File: config.mk
export PLATFORM = sky130hd
export DESIGN_NAME = microCpu
export DESIGN_NICKNAME = d
export VERILOG_FILES = /design/src/cpuPkg.sv /design/src/cpuControl.sv /design/src/progCounter.sv /design/src/regBank.sv /design/src/alu.sv /design/src/microCpu.sv
export SDC_FILE = /design/constraint.sdc
export NUM_CORES = 1
export LEC_CHECK = 0
export ABC_AREA = 1
export BUFFER_PORTS_ARGS = -buffer_cell sky130_fd_sc_hd__buf_2
export CORE_MARGIN = 2
export CORE_UTILIZATION = 60
export CTS_CLUSTER_SIZE = 30
export DETAILED_ROUTE_END_ITERATION = 16
export GPL_TIMING_DRIVEN = 0
export MAX_ROUTING_LAYER = met4
export PLACE_DENSITY = 0.9
export SLEW_MARGIN = 20
export SYNTH_ARGS = -nofsm -noshare
export SYNTH_HDL_FRONTEND = slang
export SYNTH_SLANG_ARGS = --single-unit
File: constraint.sdc
create_clock -name CLK -period 5.46 [get_ports CLK]
set_input_delay 0.819 -clock CLK [delete_from_list [all_inputs] [get_ports CLK]]
set_output_delay 0.819 -clock CLK [all_outputs]
set_load 0.02 [all_outputs]
File: src/cpuPkg.sv
package cpuPkg;

    // Width of data, addresses and instruction bytes
    localparam int dataWidth = 8;

    // Bus address while no access is made
    localparam logic [dataWidth-1:0] busIdleAddr = 8'hFF;

    //////////////////////////////////////////////////
    // Instruction set

    // Low nibble of the instruction byte
    // Unlisted values act as a no-operation
    typedef enum logic [3:0] {
        readA    = 4'h0,
        readB    = 4'h1,
        writeA   = 4'h2,
        writeB   = 4'h3,
        mathsA   = 4'h4,
        mathsB   = 4'h5,
        branch   = 4'h6,
        gotoAddr = 4'h7,
        goIdle   = 4'h8
    } opcodeT;

    // High nibble for maths and branch instructions
    // Value 15 is left unnamed and yields zero
    typedef enum logic [3:0] {
        add         = 4'h0,
        sub         = 4'h1,
        mul         = 4'h2,
        shiftLeftA  = 4'h3,
        shiftRightA = 4'h4,
        incA        = 4'h5,
        incB        = 4'h6,
        decA        = 4'h7,
        decB        = 4'h8,
        equal       = 4'h9,
        greater     = 4'hA,
        less        = 4'hB,
        andAB       = 4'hC,
        orAB        = 4'hD,
        xorAB       = 4'hE
    } aluOpT;

    //////////////////////////////////////////////////
    // Control to datapath

    // Program counter update for the next cycle
    typedef enum logic [2:0] {
        hold,
        inc1,
        inc2,
        loadRom,
        loadVecA,
        loadVecB
    } pcCmdT;

    typedef struct packed {
        pcCmdT cmd;
        logic  offsetOne;
    } pcCtrlT;

    // Source of a register load
    typedef enum logic [1:0] {
        bus = 2'd0,
        alu = 2'd1
    } regSrcT;

    typedef struct packed {
        logic   loadA;
        logic   loadB;
        regSrcT loadSrc;
        logic   busAddrFromRom;
        logic   writeA;
        logic   writeB;
    } regCtrlT;

    // Core bus output
    typedef struct packed {
        logic [dataWidth-1:0] addr;
        logic [dataWidth-1:0] wdata;
        logic                 we;
    } busReqT;

endpackage

File: src/cpuControl.sv
`timescale 1ns/1ns

module cpuControl (
    input  logic                         CLK,
    input  logic                         RESET,
    input  logic [cpuPkg::dataWidth-1:0] romData,
    input  logic                         branchTrue,
    input  logic [1:0]                   irqRaise,
    output logic [1:0]                   irqAck,
    output cpuPkg::pcCtrlT               pcCtrl,
    output cpuPkg::regCtrlT              regCtrl,
    output cpuPkg::aluOpT                aluOp
);

    // One chain of states per instruction, all ending back in chooseOp
    typedef enum logic [4:0] {
        idle,
        threadStart0,
        threadStart1,
        threadStart2,
        chooseOp,
        readToA,
        readToB,
        readAddr,
        readWait,
        readCapture,
        writeFromA,
        writeFromB,
        writeIssue,
        mathsToA,
        mathsToB,
        branchStart,
        branchCheck,
        gotoStart,
        gotoLoad,
        gotoIdle,
        settle
    } stateT;

    stateT                        state;
    stateT                        nextState;
    logic [cpuPkg::dataWidth-1:0] instrReg;
    logic                         regSelect;
    logic                         nextRegSelect;
    logic [1:0]                   nextIrqAck;
    cpuPkg::opcodeT               romOpcode;

    // Dispatch works on the byte arriving in chooseOp
    assign romOpcode = cpuPkg::opcodeT'(romData[3:0]);
    assign aluOp     = cpuPkg::aluOpT'(instrReg[7:4]);

    always_ff @(posedge CLK) begin
        if (RESET) begin
            state     <= chooseOp;
            regSelect <= 1'b0;
            irqAck    <= 2'b00;
        end else begin
            state     <= nextState;
            regSelect <= nextRegSelect;
            irqAck    <= nextIrqAck;
        end
    end

    // Instruction byte kept for the ALU op field
    always_ff @(posedge CLK) begin
        if (state == chooseOp) begin
            instrReg <= romData;
        end
    end

    always_comb begin
        nextState              = state;
        nextRegSelect          = regSelect;
        nextIrqAck             = 2'b00;
        pcCtrl.cmd             = cpuPkg::hold;
        pcCtrl.offsetOne       = 1'b0;
        regCtrl.loadA          = 1'b0;
        regCtrl.loadB          = 1'b0;
        regCtrl.loadSrc        = cpuPkg::bus;
        regCtrl.busAddrFromRom = 1'b0;
        regCtrl.writeA         = 1'b0;
        regCtrl.writeB         = 1'b0;

        case (state)
            //////////////////////////////////////////////////
            // Sleep and wake-up
            // Line 0 wins when both are raised
            idle: begin
                if (irqRaise[0]) begin
                    nextIrqAck = 2'b01;
                    pcCtrl.cmd = cpuPkg::loadVecA;
                    nextState  = threadStart0;
                end else if (irqRaise[1]) begin
                    nextIrqAck = 2'b10;
                    pcCtrl.cmd = cpuPkg::loadVecB;
                    nextState  = threadStart0;
                end
            end
            // Vector address is on the ROM, wait for its byte
            threadStart0: nextState = threadStart1;
            threadStart1: begin
                pcCtrl.cmd = cpuPkg::loadRom;
                nextState  = threadStart2;
            end
            threadStart2: nextState = chooseOp;

            //////////////////////////////////////////////////
            // Dispatch
            chooseOp: begin
                // Point the ROM at the operand byte
                pcCtrl.offsetOne = 1'b1;
                case (romOpcode)
                    cpuPkg::readA:    nextState = readToA;
                    cpuPkg::readB:    nextState = readToB;
                    cpuPkg::writeA:   nextState = writeFromA;
                    cpuPkg::writeB:   nextState = writeFromB;
                    cpuPkg::mathsA:   nextState = mathsToA;
                    cpuPkg::mathsB:   nextState = mathsToB;
                    cpuPkg::branch:   nextState = branchStart;
                    cpuPkg::gotoAddr: nextState = gotoStart;
                    cpuPkg::goIdle:   nextState = gotoIdle;
                    default: begin
                        // Unknown opcode, step over it
                        pcCtrl.offsetOne = 1'b0;
                        pcCtrl.cmd       = cpuPkg::inc1;
                        nextState        = settle;
                    end
                endcase
            end

            //////////////////////////////////////////////////
            // Memory read, 5 cycles
            readToA, readToB: begin
                nextRegSelect = (state == readToB);
                nextState     = readAddr;
            end
            // Operand byte is here, issue the bus address
            readAddr: begin
                regCtrl.busAddrFromRom = 1'b1;
                nextState              = readWait;
            end
            readWait: begin
                pcCtrl.cmd = cpuPkg::inc2;
                nextState  = readCapture;
            end
            readCapture: begin
                regCtrl.loadA = !regSelect;
                regCtrl.loadB = regSelect;
                nextState     = chooseOp;
            end

            //////////////////////////////////////////////////
            // Memory write, 3 cycles
            writeFromA, writeFromB: begin
                nextRegSelect = (state == writeFromB);
                pcCtrl.cmd    = cpuPkg::inc2;
                nextState     = writeIssue;
            end
            writeIssue: begin
                regCtrl.writeA = !regSelect;
                regCtrl.writeB = regSelect;
                nextState      = chooseOp;
            end

            //////////////////////////////////////////////////
            // Maths, branch and jumps
            mathsToA, mathsToB: begin
                regCtrl.loadA   = (state == mathsToA);
                regCtrl.loadB   = (state == mathsToB);
                regCtrl.loadSrc = cpuPkg::alu;
                pcCtrl.cmd      = cpuPkg::inc1;
                nextState       = settle;
            end
            // Step past the operand now so a miss needs no extra cycle
            branchStart: begin
                pcCtrl.cmd = cpuPkg::inc2;
                nextState  = branchCheck;
            end
            branchCheck: begin
                if (branchTrue) begin
                    pcCtrl.cmd = cpuPkg::loadRom;
                    nextState  = settle;
                end else begin
                    nextState = chooseOp;
                end
            end
            gotoStart: nextState = gotoLoad;
            gotoLoad: begin
                pcCtrl.cmd = cpuPkg::loadRom;
                nextState  = settle;
            end
            gotoIdle: nextState = idle;
            // New PC reaches the ROM, its byte arrives next cycle
            settle: nextState = chooseOp;
            default: nextState = chooseOp;
        endcase
    end

    // Only one line is acknowledged at a time
    irqAckOneHot: assert property (@(posedge CLK) disable iff (RESET) $onehot0(irqAck));

endmodule

File: src/progCounter.sv
`timescale 1ns/1ns

module progCounter #(
    parameter logic [cpuPkg::dataWidth-1:0] irqVectorA = 8'hFF,
    parameter logic [cpuPkg::dataWidth-1:0] irqVectorB = 8'hFE
) (
    input  logic                         CLK,
    input  logic                         RESET,
    input  cpuPkg::pcCtrlT               pcCtrl,
    input  logic [cpuPkg::dataWidth-1:0] romData,
    output logic [cpuPkg::dataWidth-1:0] romAddr
);

    localparam logic [cpuPkg::dataWidth-1:0] stepOne = 1;
    localparam logic [cpuPkg::dataWidth-1:0] stepTwo = 2;

    logic [cpuPkg::dataWidth-1:0] pc;
    logic                         offsetOne;

    always_ff @(posedge CLK) begin
        if (RESET) begin
            pc        <= '0;
            offsetOne <= 1'b0;
        end else begin
            offsetOne <= pcCtrl.offsetOne;
            case (pcCtrl.cmd)
                cpuPkg::inc1:     pc <= pc + stepOne;
                cpuPkg::inc2:     pc <= pc + stepTwo;
                cpuPkg::loadRom:  pc <= romData;
                // Vectors point at ROM bytes holding the thread start
                cpuPkg::loadVecA: pc <= irqVectorA;
                cpuPkg::loadVecB: pc <= irqVectorB;
                default:          pc <= pc;
            endcase
        end
    end

    // Offset selects the operand byte after the opcode
    assign romAddr = pc + {{(cpuPkg::dataWidth-1){1'b0}}, offsetOne};

    // Operand fetch lasts a single cycle
    offsetSingle: assert property (@(posedge CLK) disable iff (RESET) offsetOne |=> !offsetOne);

endmodule

File: src/regBank.sv
`timescale 1ns/1ns

module regBank (
    input  logic                         CLK,
    input  logic                         RESET,
    input  cpuPkg::regCtrlT              regCtrl,
    input  logic [cpuPkg::dataWidth-1:0] romData,
    input  logic [cpuPkg::dataWidth-1:0] busRdata,
    input  logic [cpuPkg::dataWidth-1:0] aluResult,
    output logic [cpuPkg::dataWidth-1:0] regA,
    output logic [cpuPkg::dataWidth-1:0] regB,
    output cpuPkg::busReqT               busOut
);

    logic [cpuPkg::dataWidth-1:0] loadValue;
    logic [cpuPkg::dataWidth-1:0] busAddr;
    logic [cpuPkg::dataWidth-1:0] busWdata;
    logic                         busWe;
    logic                         writeCmd;

    assign loadValue = (regCtrl.loadSrc == cpuPkg::alu) ? aluResult : busRdata;
    assign writeCmd  = regCtrl.writeA | regCtrl.writeB;

    //////////////////////////////////////////////////
    // Working registers
    always_ff @(posedge CLK) begin
        if (RESET) begin
            regA <= '0;
            regB <= '0;
        end else begin
            if (regCtrl.loadA) begin
                regA <= loadValue;
            end
            if (regCtrl.loadB) begin
                regB <= loadValue;
            end
        end
    end

    //////////////////////////////////////////////////
    // Bus request
    // Address falls back to idle after every access
    always_ff @(posedge CLK) begin
        if (RESET) begin
            busAddr <= cpuPkg::busIdleAddr;
            busWe   <= 1'b0;
        end else begin
            busAddr <= (regCtrl.busAddrFromRom || writeCmd) ? romData : cpuPkg::busIdleAddr;
            busWe   <= writeCmd;
        end
    end

    // Write data only changes on a write
    always_ff @(posedge CLK) begin
        if (writeCmd) begin
            busWdata <= regCtrl.writeB ? regB : regA;
        end
    end

    assign busOut = '{addr: busAddr, wdata: busWdata, we: busWe};

    // Control never targets both registers
    singleLoad: assert property (@(posedge CLK) disable iff (RESET)
        !(regCtrl.loadA && regCtrl.loadB));

endmodule

File: src/alu.sv
`timescale 1ns/1ns

module alu (
    input  logic [cpuPkg::dataWidth-1:0] regA,
    input  logic [cpuPkg::dataWidth-1:0] regB,
    input  cpuPkg::aluOpT                aluOp,
    output logic [cpuPkg::dataWidth-1:0] aluResult,
    output logic                         branchTrue
);

    localparam logic [cpuPkg::dataWidth-1:0] stepOne = 1;

    // Zero extension for compare flags
    localparam logic [cpuPkg::dataWidth-2:0] flagPad = '0;

    always_comb begin
        case (aluOp)
            cpuPkg::add:         aluResult = regA + regB;
            cpuPkg::sub:         aluResult = regA - regB;
            // Low byte of the product
            cpuPkg::mul:         aluResult = regA * regB;
            cpuPkg::shiftLeftA:  aluResult = regA << 1;
            cpuPkg::shiftRightA: aluResult = regA >> 1;
            cpuPkg::incA:        aluResult = regA + stepOne;
            cpuPkg::incB:        aluResult = regB + stepOne;
            cpuPkg::decA:        aluResult = regA - stepOne;
            cpuPkg::decB:        aluResult = regB - stepOne;
            // Compares give one or zero, unsigned
            cpuPkg::equal:       aluResult = {flagPad, regA == regB};
            cpuPkg::greater:     aluResult = {flagPad, regA > regB};
            cpuPkg::less:        aluResult = {flagPad, regA < regB};
            cpuPkg::andAB:       aluResult = regA & regB;
            cpuPkg::orAB:        aluResult = regA | regB;
            cpuPkg::xorAB:       aluResult = regA ^ regB;
            default:             aluResult = '0;
        endcase
    end

    // Branch condition from the compare flag
    assign branchTrue = aluResult[0];

endmodule

File: src/microCpu.sv
`timescale 1ns/1ns

module microCpu #(
    parameter logic [cpuPkg::dataWidth-1:0] irqVectorA = 8'hFF,
    parameter logic [cpuPkg::dataWidth-1:0] irqVectorB = 8'hFE
) (
    input  logic                         CLK,
    input  logic                         RESET,
    output cpuPkg::busReqT               busOut,
    input  logic [cpuPkg::dataWidth-1:0] busRdata,
    output logic [cpuPkg::dataWidth-1:0] romAddr,
    input  logic [cpuPkg::dataWidth-1:0] romData,
    input  logic [1:0]                   irqRaise,
    output logic [1:0]                   irqAck
);

    cpuPkg::pcCtrlT               pcCtrl;
    cpuPkg::regCtrlT              regCtrl;
    cpuPkg::aluOpT                aluOp;
    logic [cpuPkg::dataWidth-1:0] regA;
    logic [cpuPkg::dataWidth-1:0] regB;
    logic [cpuPkg::dataWidth-1:0] aluResult;
    logic                         branchTrue;

    // Instruction sequencing and interrupts
    cpuControl uControl (
        .CLK        (CLK),
        .RESET      (RESET),
        .romData    (romData),
        .branchTrue (branchTrue),
        .irqRaise   (irqRaise),
        .irqAck     (irqAck),
        .pcCtrl     (pcCtrl),
        .regCtrl    (regCtrl),
        .aluOp      (aluOp)
    );

    // ROM address generation
    progCounter #(
        .irqVectorA (irqVectorA),
        .irqVectorB (irqVectorB)
    ) uPc (
        .CLK     (CLK),
        .RESET   (RESET),
        .pcCtrl  (pcCtrl),
        .romData (romData),
        .romAddr (romAddr)
    );

    // Registers and data bus
    regBank uRegs (
        .CLK       (CLK),
        .RESET     (RESET),
        .regCtrl   (regCtrl),
        .romData   (romData),
        .busRdata  (busRdata),
        .aluResult (aluResult),
        .regA      (regA),
        .regB      (regB),
        .busOut    (busOut)
    );

    alu uAlu (
        .regA       (regA),
        .regB       (regB),
        .aluOp      (aluOp),
        .aluResult  (aluResult),
        .branchTrue (branchTrue)
    );

endmodule

==> tab_implementation.tex <==
\begin{tabular}{lr}
\hline
Metric & Value \\
\hline
\multicolumn{2}{l}{\textbf{Clock tree}} \\
\quad Number of buffers created by CTS & 5 \\
\quad Clk Latency, worst-skew pair & 0.32 ns \\
\quad Setup Buffers After CTS & 0 \\
\quad CTS-repair resized insts & 0 \\
\quad H-tree depth & 2 \\
\quad Cell at the root of the clock tree & clkbuf\_8 \\
\quad Clock tree from TritonCTS & yes \\
\quad Clock slew at reported path FFs & 0.11 ns \\
\quad Post-cts hold buffer count & 0 \\
\quad Buffer levels on the longest clock path & 2 \\
\quad CTS sink cnt & between 50 and 60 \\
\multicolumn{2}{l}{\textbf{Power}} \\
\quad Leakage Power & 3.430 nW \\
\quad Largest voltage drop on the vdd net & 0.0002441 V \\
\quad Power per unit of standard cell area & 346.9 nW/um2 \\
\multicolumn{2}{l}{\textbf{STA}} \\
\quad Final-layout worst hold slack & 0.5832 ns \\
\quad Transition time at the pin with the least slew margin & 0.8179 ns \\
\quad Share of the cycle needed by the critical path after routing & 0.7916 \\
\quad Setup tns final & 0 ns \\
\quad Max-slew headroom & 0.4548 \\
\quad Unrepaired setup endpoints after global routing & false \\
\quad Setup clock skew after layout & 0.01317 ns \\
\quad Final max-slew violation count & 0 \\
\quad Final setup violating endpoints & 0 \\
\quad Achievable Freq & between 0.2 and 0.25 GHz \\
\quad Min cycle time layout & 4.322 ns \\
\quad Count of final hold-check violations & 0 \\
\multicolumn{2}{l}{\textbf{Critical path}} \\
\quad Nature of the critical path startpoint & register \\
\quad Count of cells along the worst register-to-register path & 21 \\
\quad Minimum setup slack among reg-to-reg paths & about 1.1 ns \\
\quad Crit Reg-Reg Startpoint & uRegs.regA[1] \\
\quad Worst Setup End Kind & register \\
\quad CP arrival & 4.54 ns \\
\quad Required @ worst endpoint & between 5 and 6 ns \\
\quad Standard cell with the maximum stage delay on the critical path & dfxtp\_1 \\
\quad Number of buffers and inverters on the critical path & 7 \\
\quad Cell seen most often among critical-path stages & inv\_1 \\
\quad Maximum net fanout on the critical path & 8 \\
\quad Kind of cell with the highest combined delay on the critical path & adder cells \\
\quad Crit Path Category & reg -> reg \\
\quad Delay contributed by the slowest stage of the critical path & 0.53 ns \\
\quad Reg-to-reg endpoint & uRegs.regA[6] \\
\quad CP Cell Sequence & clkbuf\_1 > nand2\_1 > inv\_1 > fa\_1 > inv\_1 > fa\_1 > inv\_1 > ha\_1 > inv\_1 > fa\_1 > inv\_1 > ha\_1 > a21oi\_1 > xor2\_1 > o21ai\_0 > nor2\_1 > nand4\_1 > nand2\_1 > nand3\_1 > nand2\_1 > inv\_1 \\
\multicolumn{2}{l}{\textbf{Route}} \\
\quad Count of vias placed by the detailed router & 5941 \\
\quad Drc violations & 0 \\
\quad Detailed router's first-iteration violation count & 569 \\
\quad Drt first pass iters & 7 \\
\quad Final ANT Viol Nets & 0 \\
\quad Routed WL per cell & 15.02 um \\
\quad Routed vias/inst & 5.621 \\
\quad Total wire length & 15870 um \\
\multicolumn{2}{l}{\textbf{Floorplan}} \\
\quad Die H & just over 100 um \\
\quad Number of core rows & 35 \\
\quad Area of the core & $\sim$9000 um2 \\
\quad I/O pin total & 47 \\
\quad Die extent in x & 101.7 um \\
\quad Area of the die & about 10000 um2 \\
\quad Starting density of the core & 0.6198 \\
\multicolumn{2}{l}{\textbf{Flow run}} \\
\quad Max-Cap Viols & 0 \\
\multicolumn{2}{l}{\textbf{Synthesis}} \\
\quad Sequential fraction of the synthesis area & 0.2097 \\
\quad Number of warnings issued by yosys & 0 \\
\quad Distinct cell type count of the synthesized netlist & 50 \\
\quad Post-synthesis instance area & $\sim$5700 um2 \\
\quad Proportion of register bits with asynchronous set or reset after synthesis & 0 \\
\quad Synthesized area per cell & 6.552 um2 \\
\quad Synthesized netlist cell count & 874 \\
\quad Post-Syn Nets & 967 \\
\quad Most frequently used flop master after synthesis & dfxtp\_1 \\
\quad Total of flip-flops plus latches after synthesis & 54 \\
\quad Number of flops mapped to enable cells by yosys & 12 \\
\multicolumn{2}{l}{\textbf{Global routing}} \\
\quad Global route total overflow & 0 \\
\quad Wire length of the first global-routing pass & 25430 um \\
\quad Total Routing Usage GR & 0.3215 \\
\quad Largest net degree at the start of global routing & 18 \\
\quad Initial antenna violation count & 0 \\
\quad Via count of the first global-routing pass & 5430 \\
\multicolumn{2}{l}{\textbf{Run status}} \\
\quad Outcome & complete, no violations \\
\multicolumn{2}{l}{\textbf{Placement}} \\
\quad Placed Instances & 1049 \\
\quad Port-buffer cells & 46 \\
\quad Placed standard-cell area & a little over 6000 um2 \\
\quad Final Wtd Congestion & 1.055 \\
\quad Placed wire-length estimate after detailed placement & 12840 um \\
\multicolumn{2}{l}{\textbf{Finish}} \\
\quad Count of nets after finishing & around 1000 \\
\quad Number of antenna repair diodes & 0 \\
\quad Relative area change from synthesis to final layout & 8.805\% \\
\quad Final instance area & 6231 um2 \\
\quad Share of layout cells above drive strength 1 & 0.1034 \\
\quad Non-filler cells in the finished layout & 1057 \\
\multicolumn{2}{l}{\textbf{Min path}} \\
\quad Worst hold path cell count & 2 \\
\quad Origin of the worst min-delay path & uControl.regSelect \\
\quad Sink of the worst hold path & uControl.regSelect \\
\quad Type of the tightest min-delay check & reg -> reg \\
\hline
\end{tabular}
layer usage:
layer / vias to the layer above / track usage / wire length, um
li1: 2917 / - / -
met1: 2670 / 0.4088 / 6611
met2: 309 / 0.5056 / 7123
met3: 45 / 0.05107 / 1454
met4: 0 / 0.1383 / 680
met5: - / - / 0
where the power goes:
group	internal, W	leakage (nW)	switching [W]	total [W]
Sequential	0.000492	0.455	0.0000793	0.000572
Clock	0.000138	0.0585	0.000144	0.000281
Combinational	0.000460	2.92	0.000849	0.00131
Total	0.00109	3.43	0.00107	0.00216
placed cells by master, fill, tap and decap left out, types with 5 or more instances in the layout:
cell and n:
nand4_1 17, or2_2 5, o21ai_0 39, nor3_1 8, edfxtp_1 12, fa_1 15
o22ai_1 9, clkbuf_8 5, clkbuf_1 11, inv_2 9, a21oi_1 44, nor2_2 8
dfxtp_1 42, xor2_1 15, buf_2 50, xnor2_1 12, nand3_1 71, inv_1 152
nand2_1 231, nor2_1 57, ha_1 58
cell type report:
class | instances | area [um2]
inverter | 165 | 619.3
sequential | 54 | 1201
timing repair buffer | 46 | 230.2
clock inverter | 3 | 43.79
buffer | 20 | 110.1
tap | 129 | 161.4
fill | 830 | 3009
multi-input combinational | 635 | 3796
clock buffer | 5 | 68.82
Yosys cell counts, drive strengths merged, types with 3 or more instances:
cell type,n,area [um2]
a31oi,4,25.02
clkinv,4,15.01
nand3b,3,22.52
nand4,18,127.6
ha,58,725.7
o221ai,3,26.28
nor3,9,50.05
o211ai,4,30.03
or2,6,37.54
inv,161,604.3
o22ai,9,56.30
o21ai,43,215.2
dfxtp,42,840.8
edfxtp,12,360.4
nor2,66,284.0
clkbuf,11,41.29
fa,15,300.3
xnor2,12,105.1
nand3,71,355.3
a21oi,45,229.0
buf,9,68.81
nor4,3,25.02
nand2,236,908.4
xor2,15,131.4
how the worst max path moves through the flow:
stage                       start             to  slack (ns)  depth (start not counted)
global placement    uRegs.regA[1]  uRegs.regA[6]        1.30                         18
CTS                 uRegs.regA[1]  uRegs.regB[6]        1.20                         21
global route        uRegs.regA[1]  uRegs.regA[6]        0.92                         21
detailed placement  uRegs.regA[1]  uRegs.regA[6]        1.24                         21
floorplan           uRegs.regA[1]  uRegs.regA[7]        1.81                         18
finish              uRegs.regA[1]  uRegs.regA[6]        1.14                         21
worst register-to-register path, stage by stage (launching register included):
cell and delay (ns):
dfxtp_1 0.53, clkbuf_1 0.36, nand2_1 0.09, inv_1 0.08, fa_1 0.16, inv_1 0.06, fa_1 0.53, inv_1 0.05
ha_1 0.26, inv_1 0.05, fa_1 0.53, inv_1 0.05, ha_1 0.33, a21oi_1 0.20, xor2_1 0.34, o21ai_0 0.12
nor2_1 0.10, nand4_1 0.10, nand2_1 0.09, nand3_1 0.07, nand2_1 0.09, inv_1 0.03
flip-flops by register name, summed over array words and instances, names as in the netlist:
register / cells
uControl.instrReg: 4
uControl.irqAck: 2
uControl.regSelect: 1
uControl.state: 5
uPc.offsetOne: 1
uPc.pc: 8
uRegs.busAddr: 8
uRegs.busWdata: 8
uRegs.busWe: 1
uRegs.regA: 8
uRegs.regB: 8
through the flow:
stage                     utilization  power, W  setup slack, ns
after global placement         0.6622  0.001834            1.299
after global routing           0.6743  0.002360           0.9211
final                          0.6743  0.002162            1.138
after detailed placement       0.6622  0.001859            1.243
after CTS                      0.6743  0.002137            1.205
after floorplan                     -  0.001567            1.808
cells by family (layout without fill, tap and decap cells):
kind of cell	count (synthesis)	after routing	share of synthesized area
buf+inv	185	239	0.1274
compound gates	122	122	0.1252
xor+xnor	27	27	0.04129
fa+ha+maj	73	73	0.1792
flops	54	54	0.2097
simple gates	413	413	0.3172
Note: power is estimated with default switching activity, not from simulation.
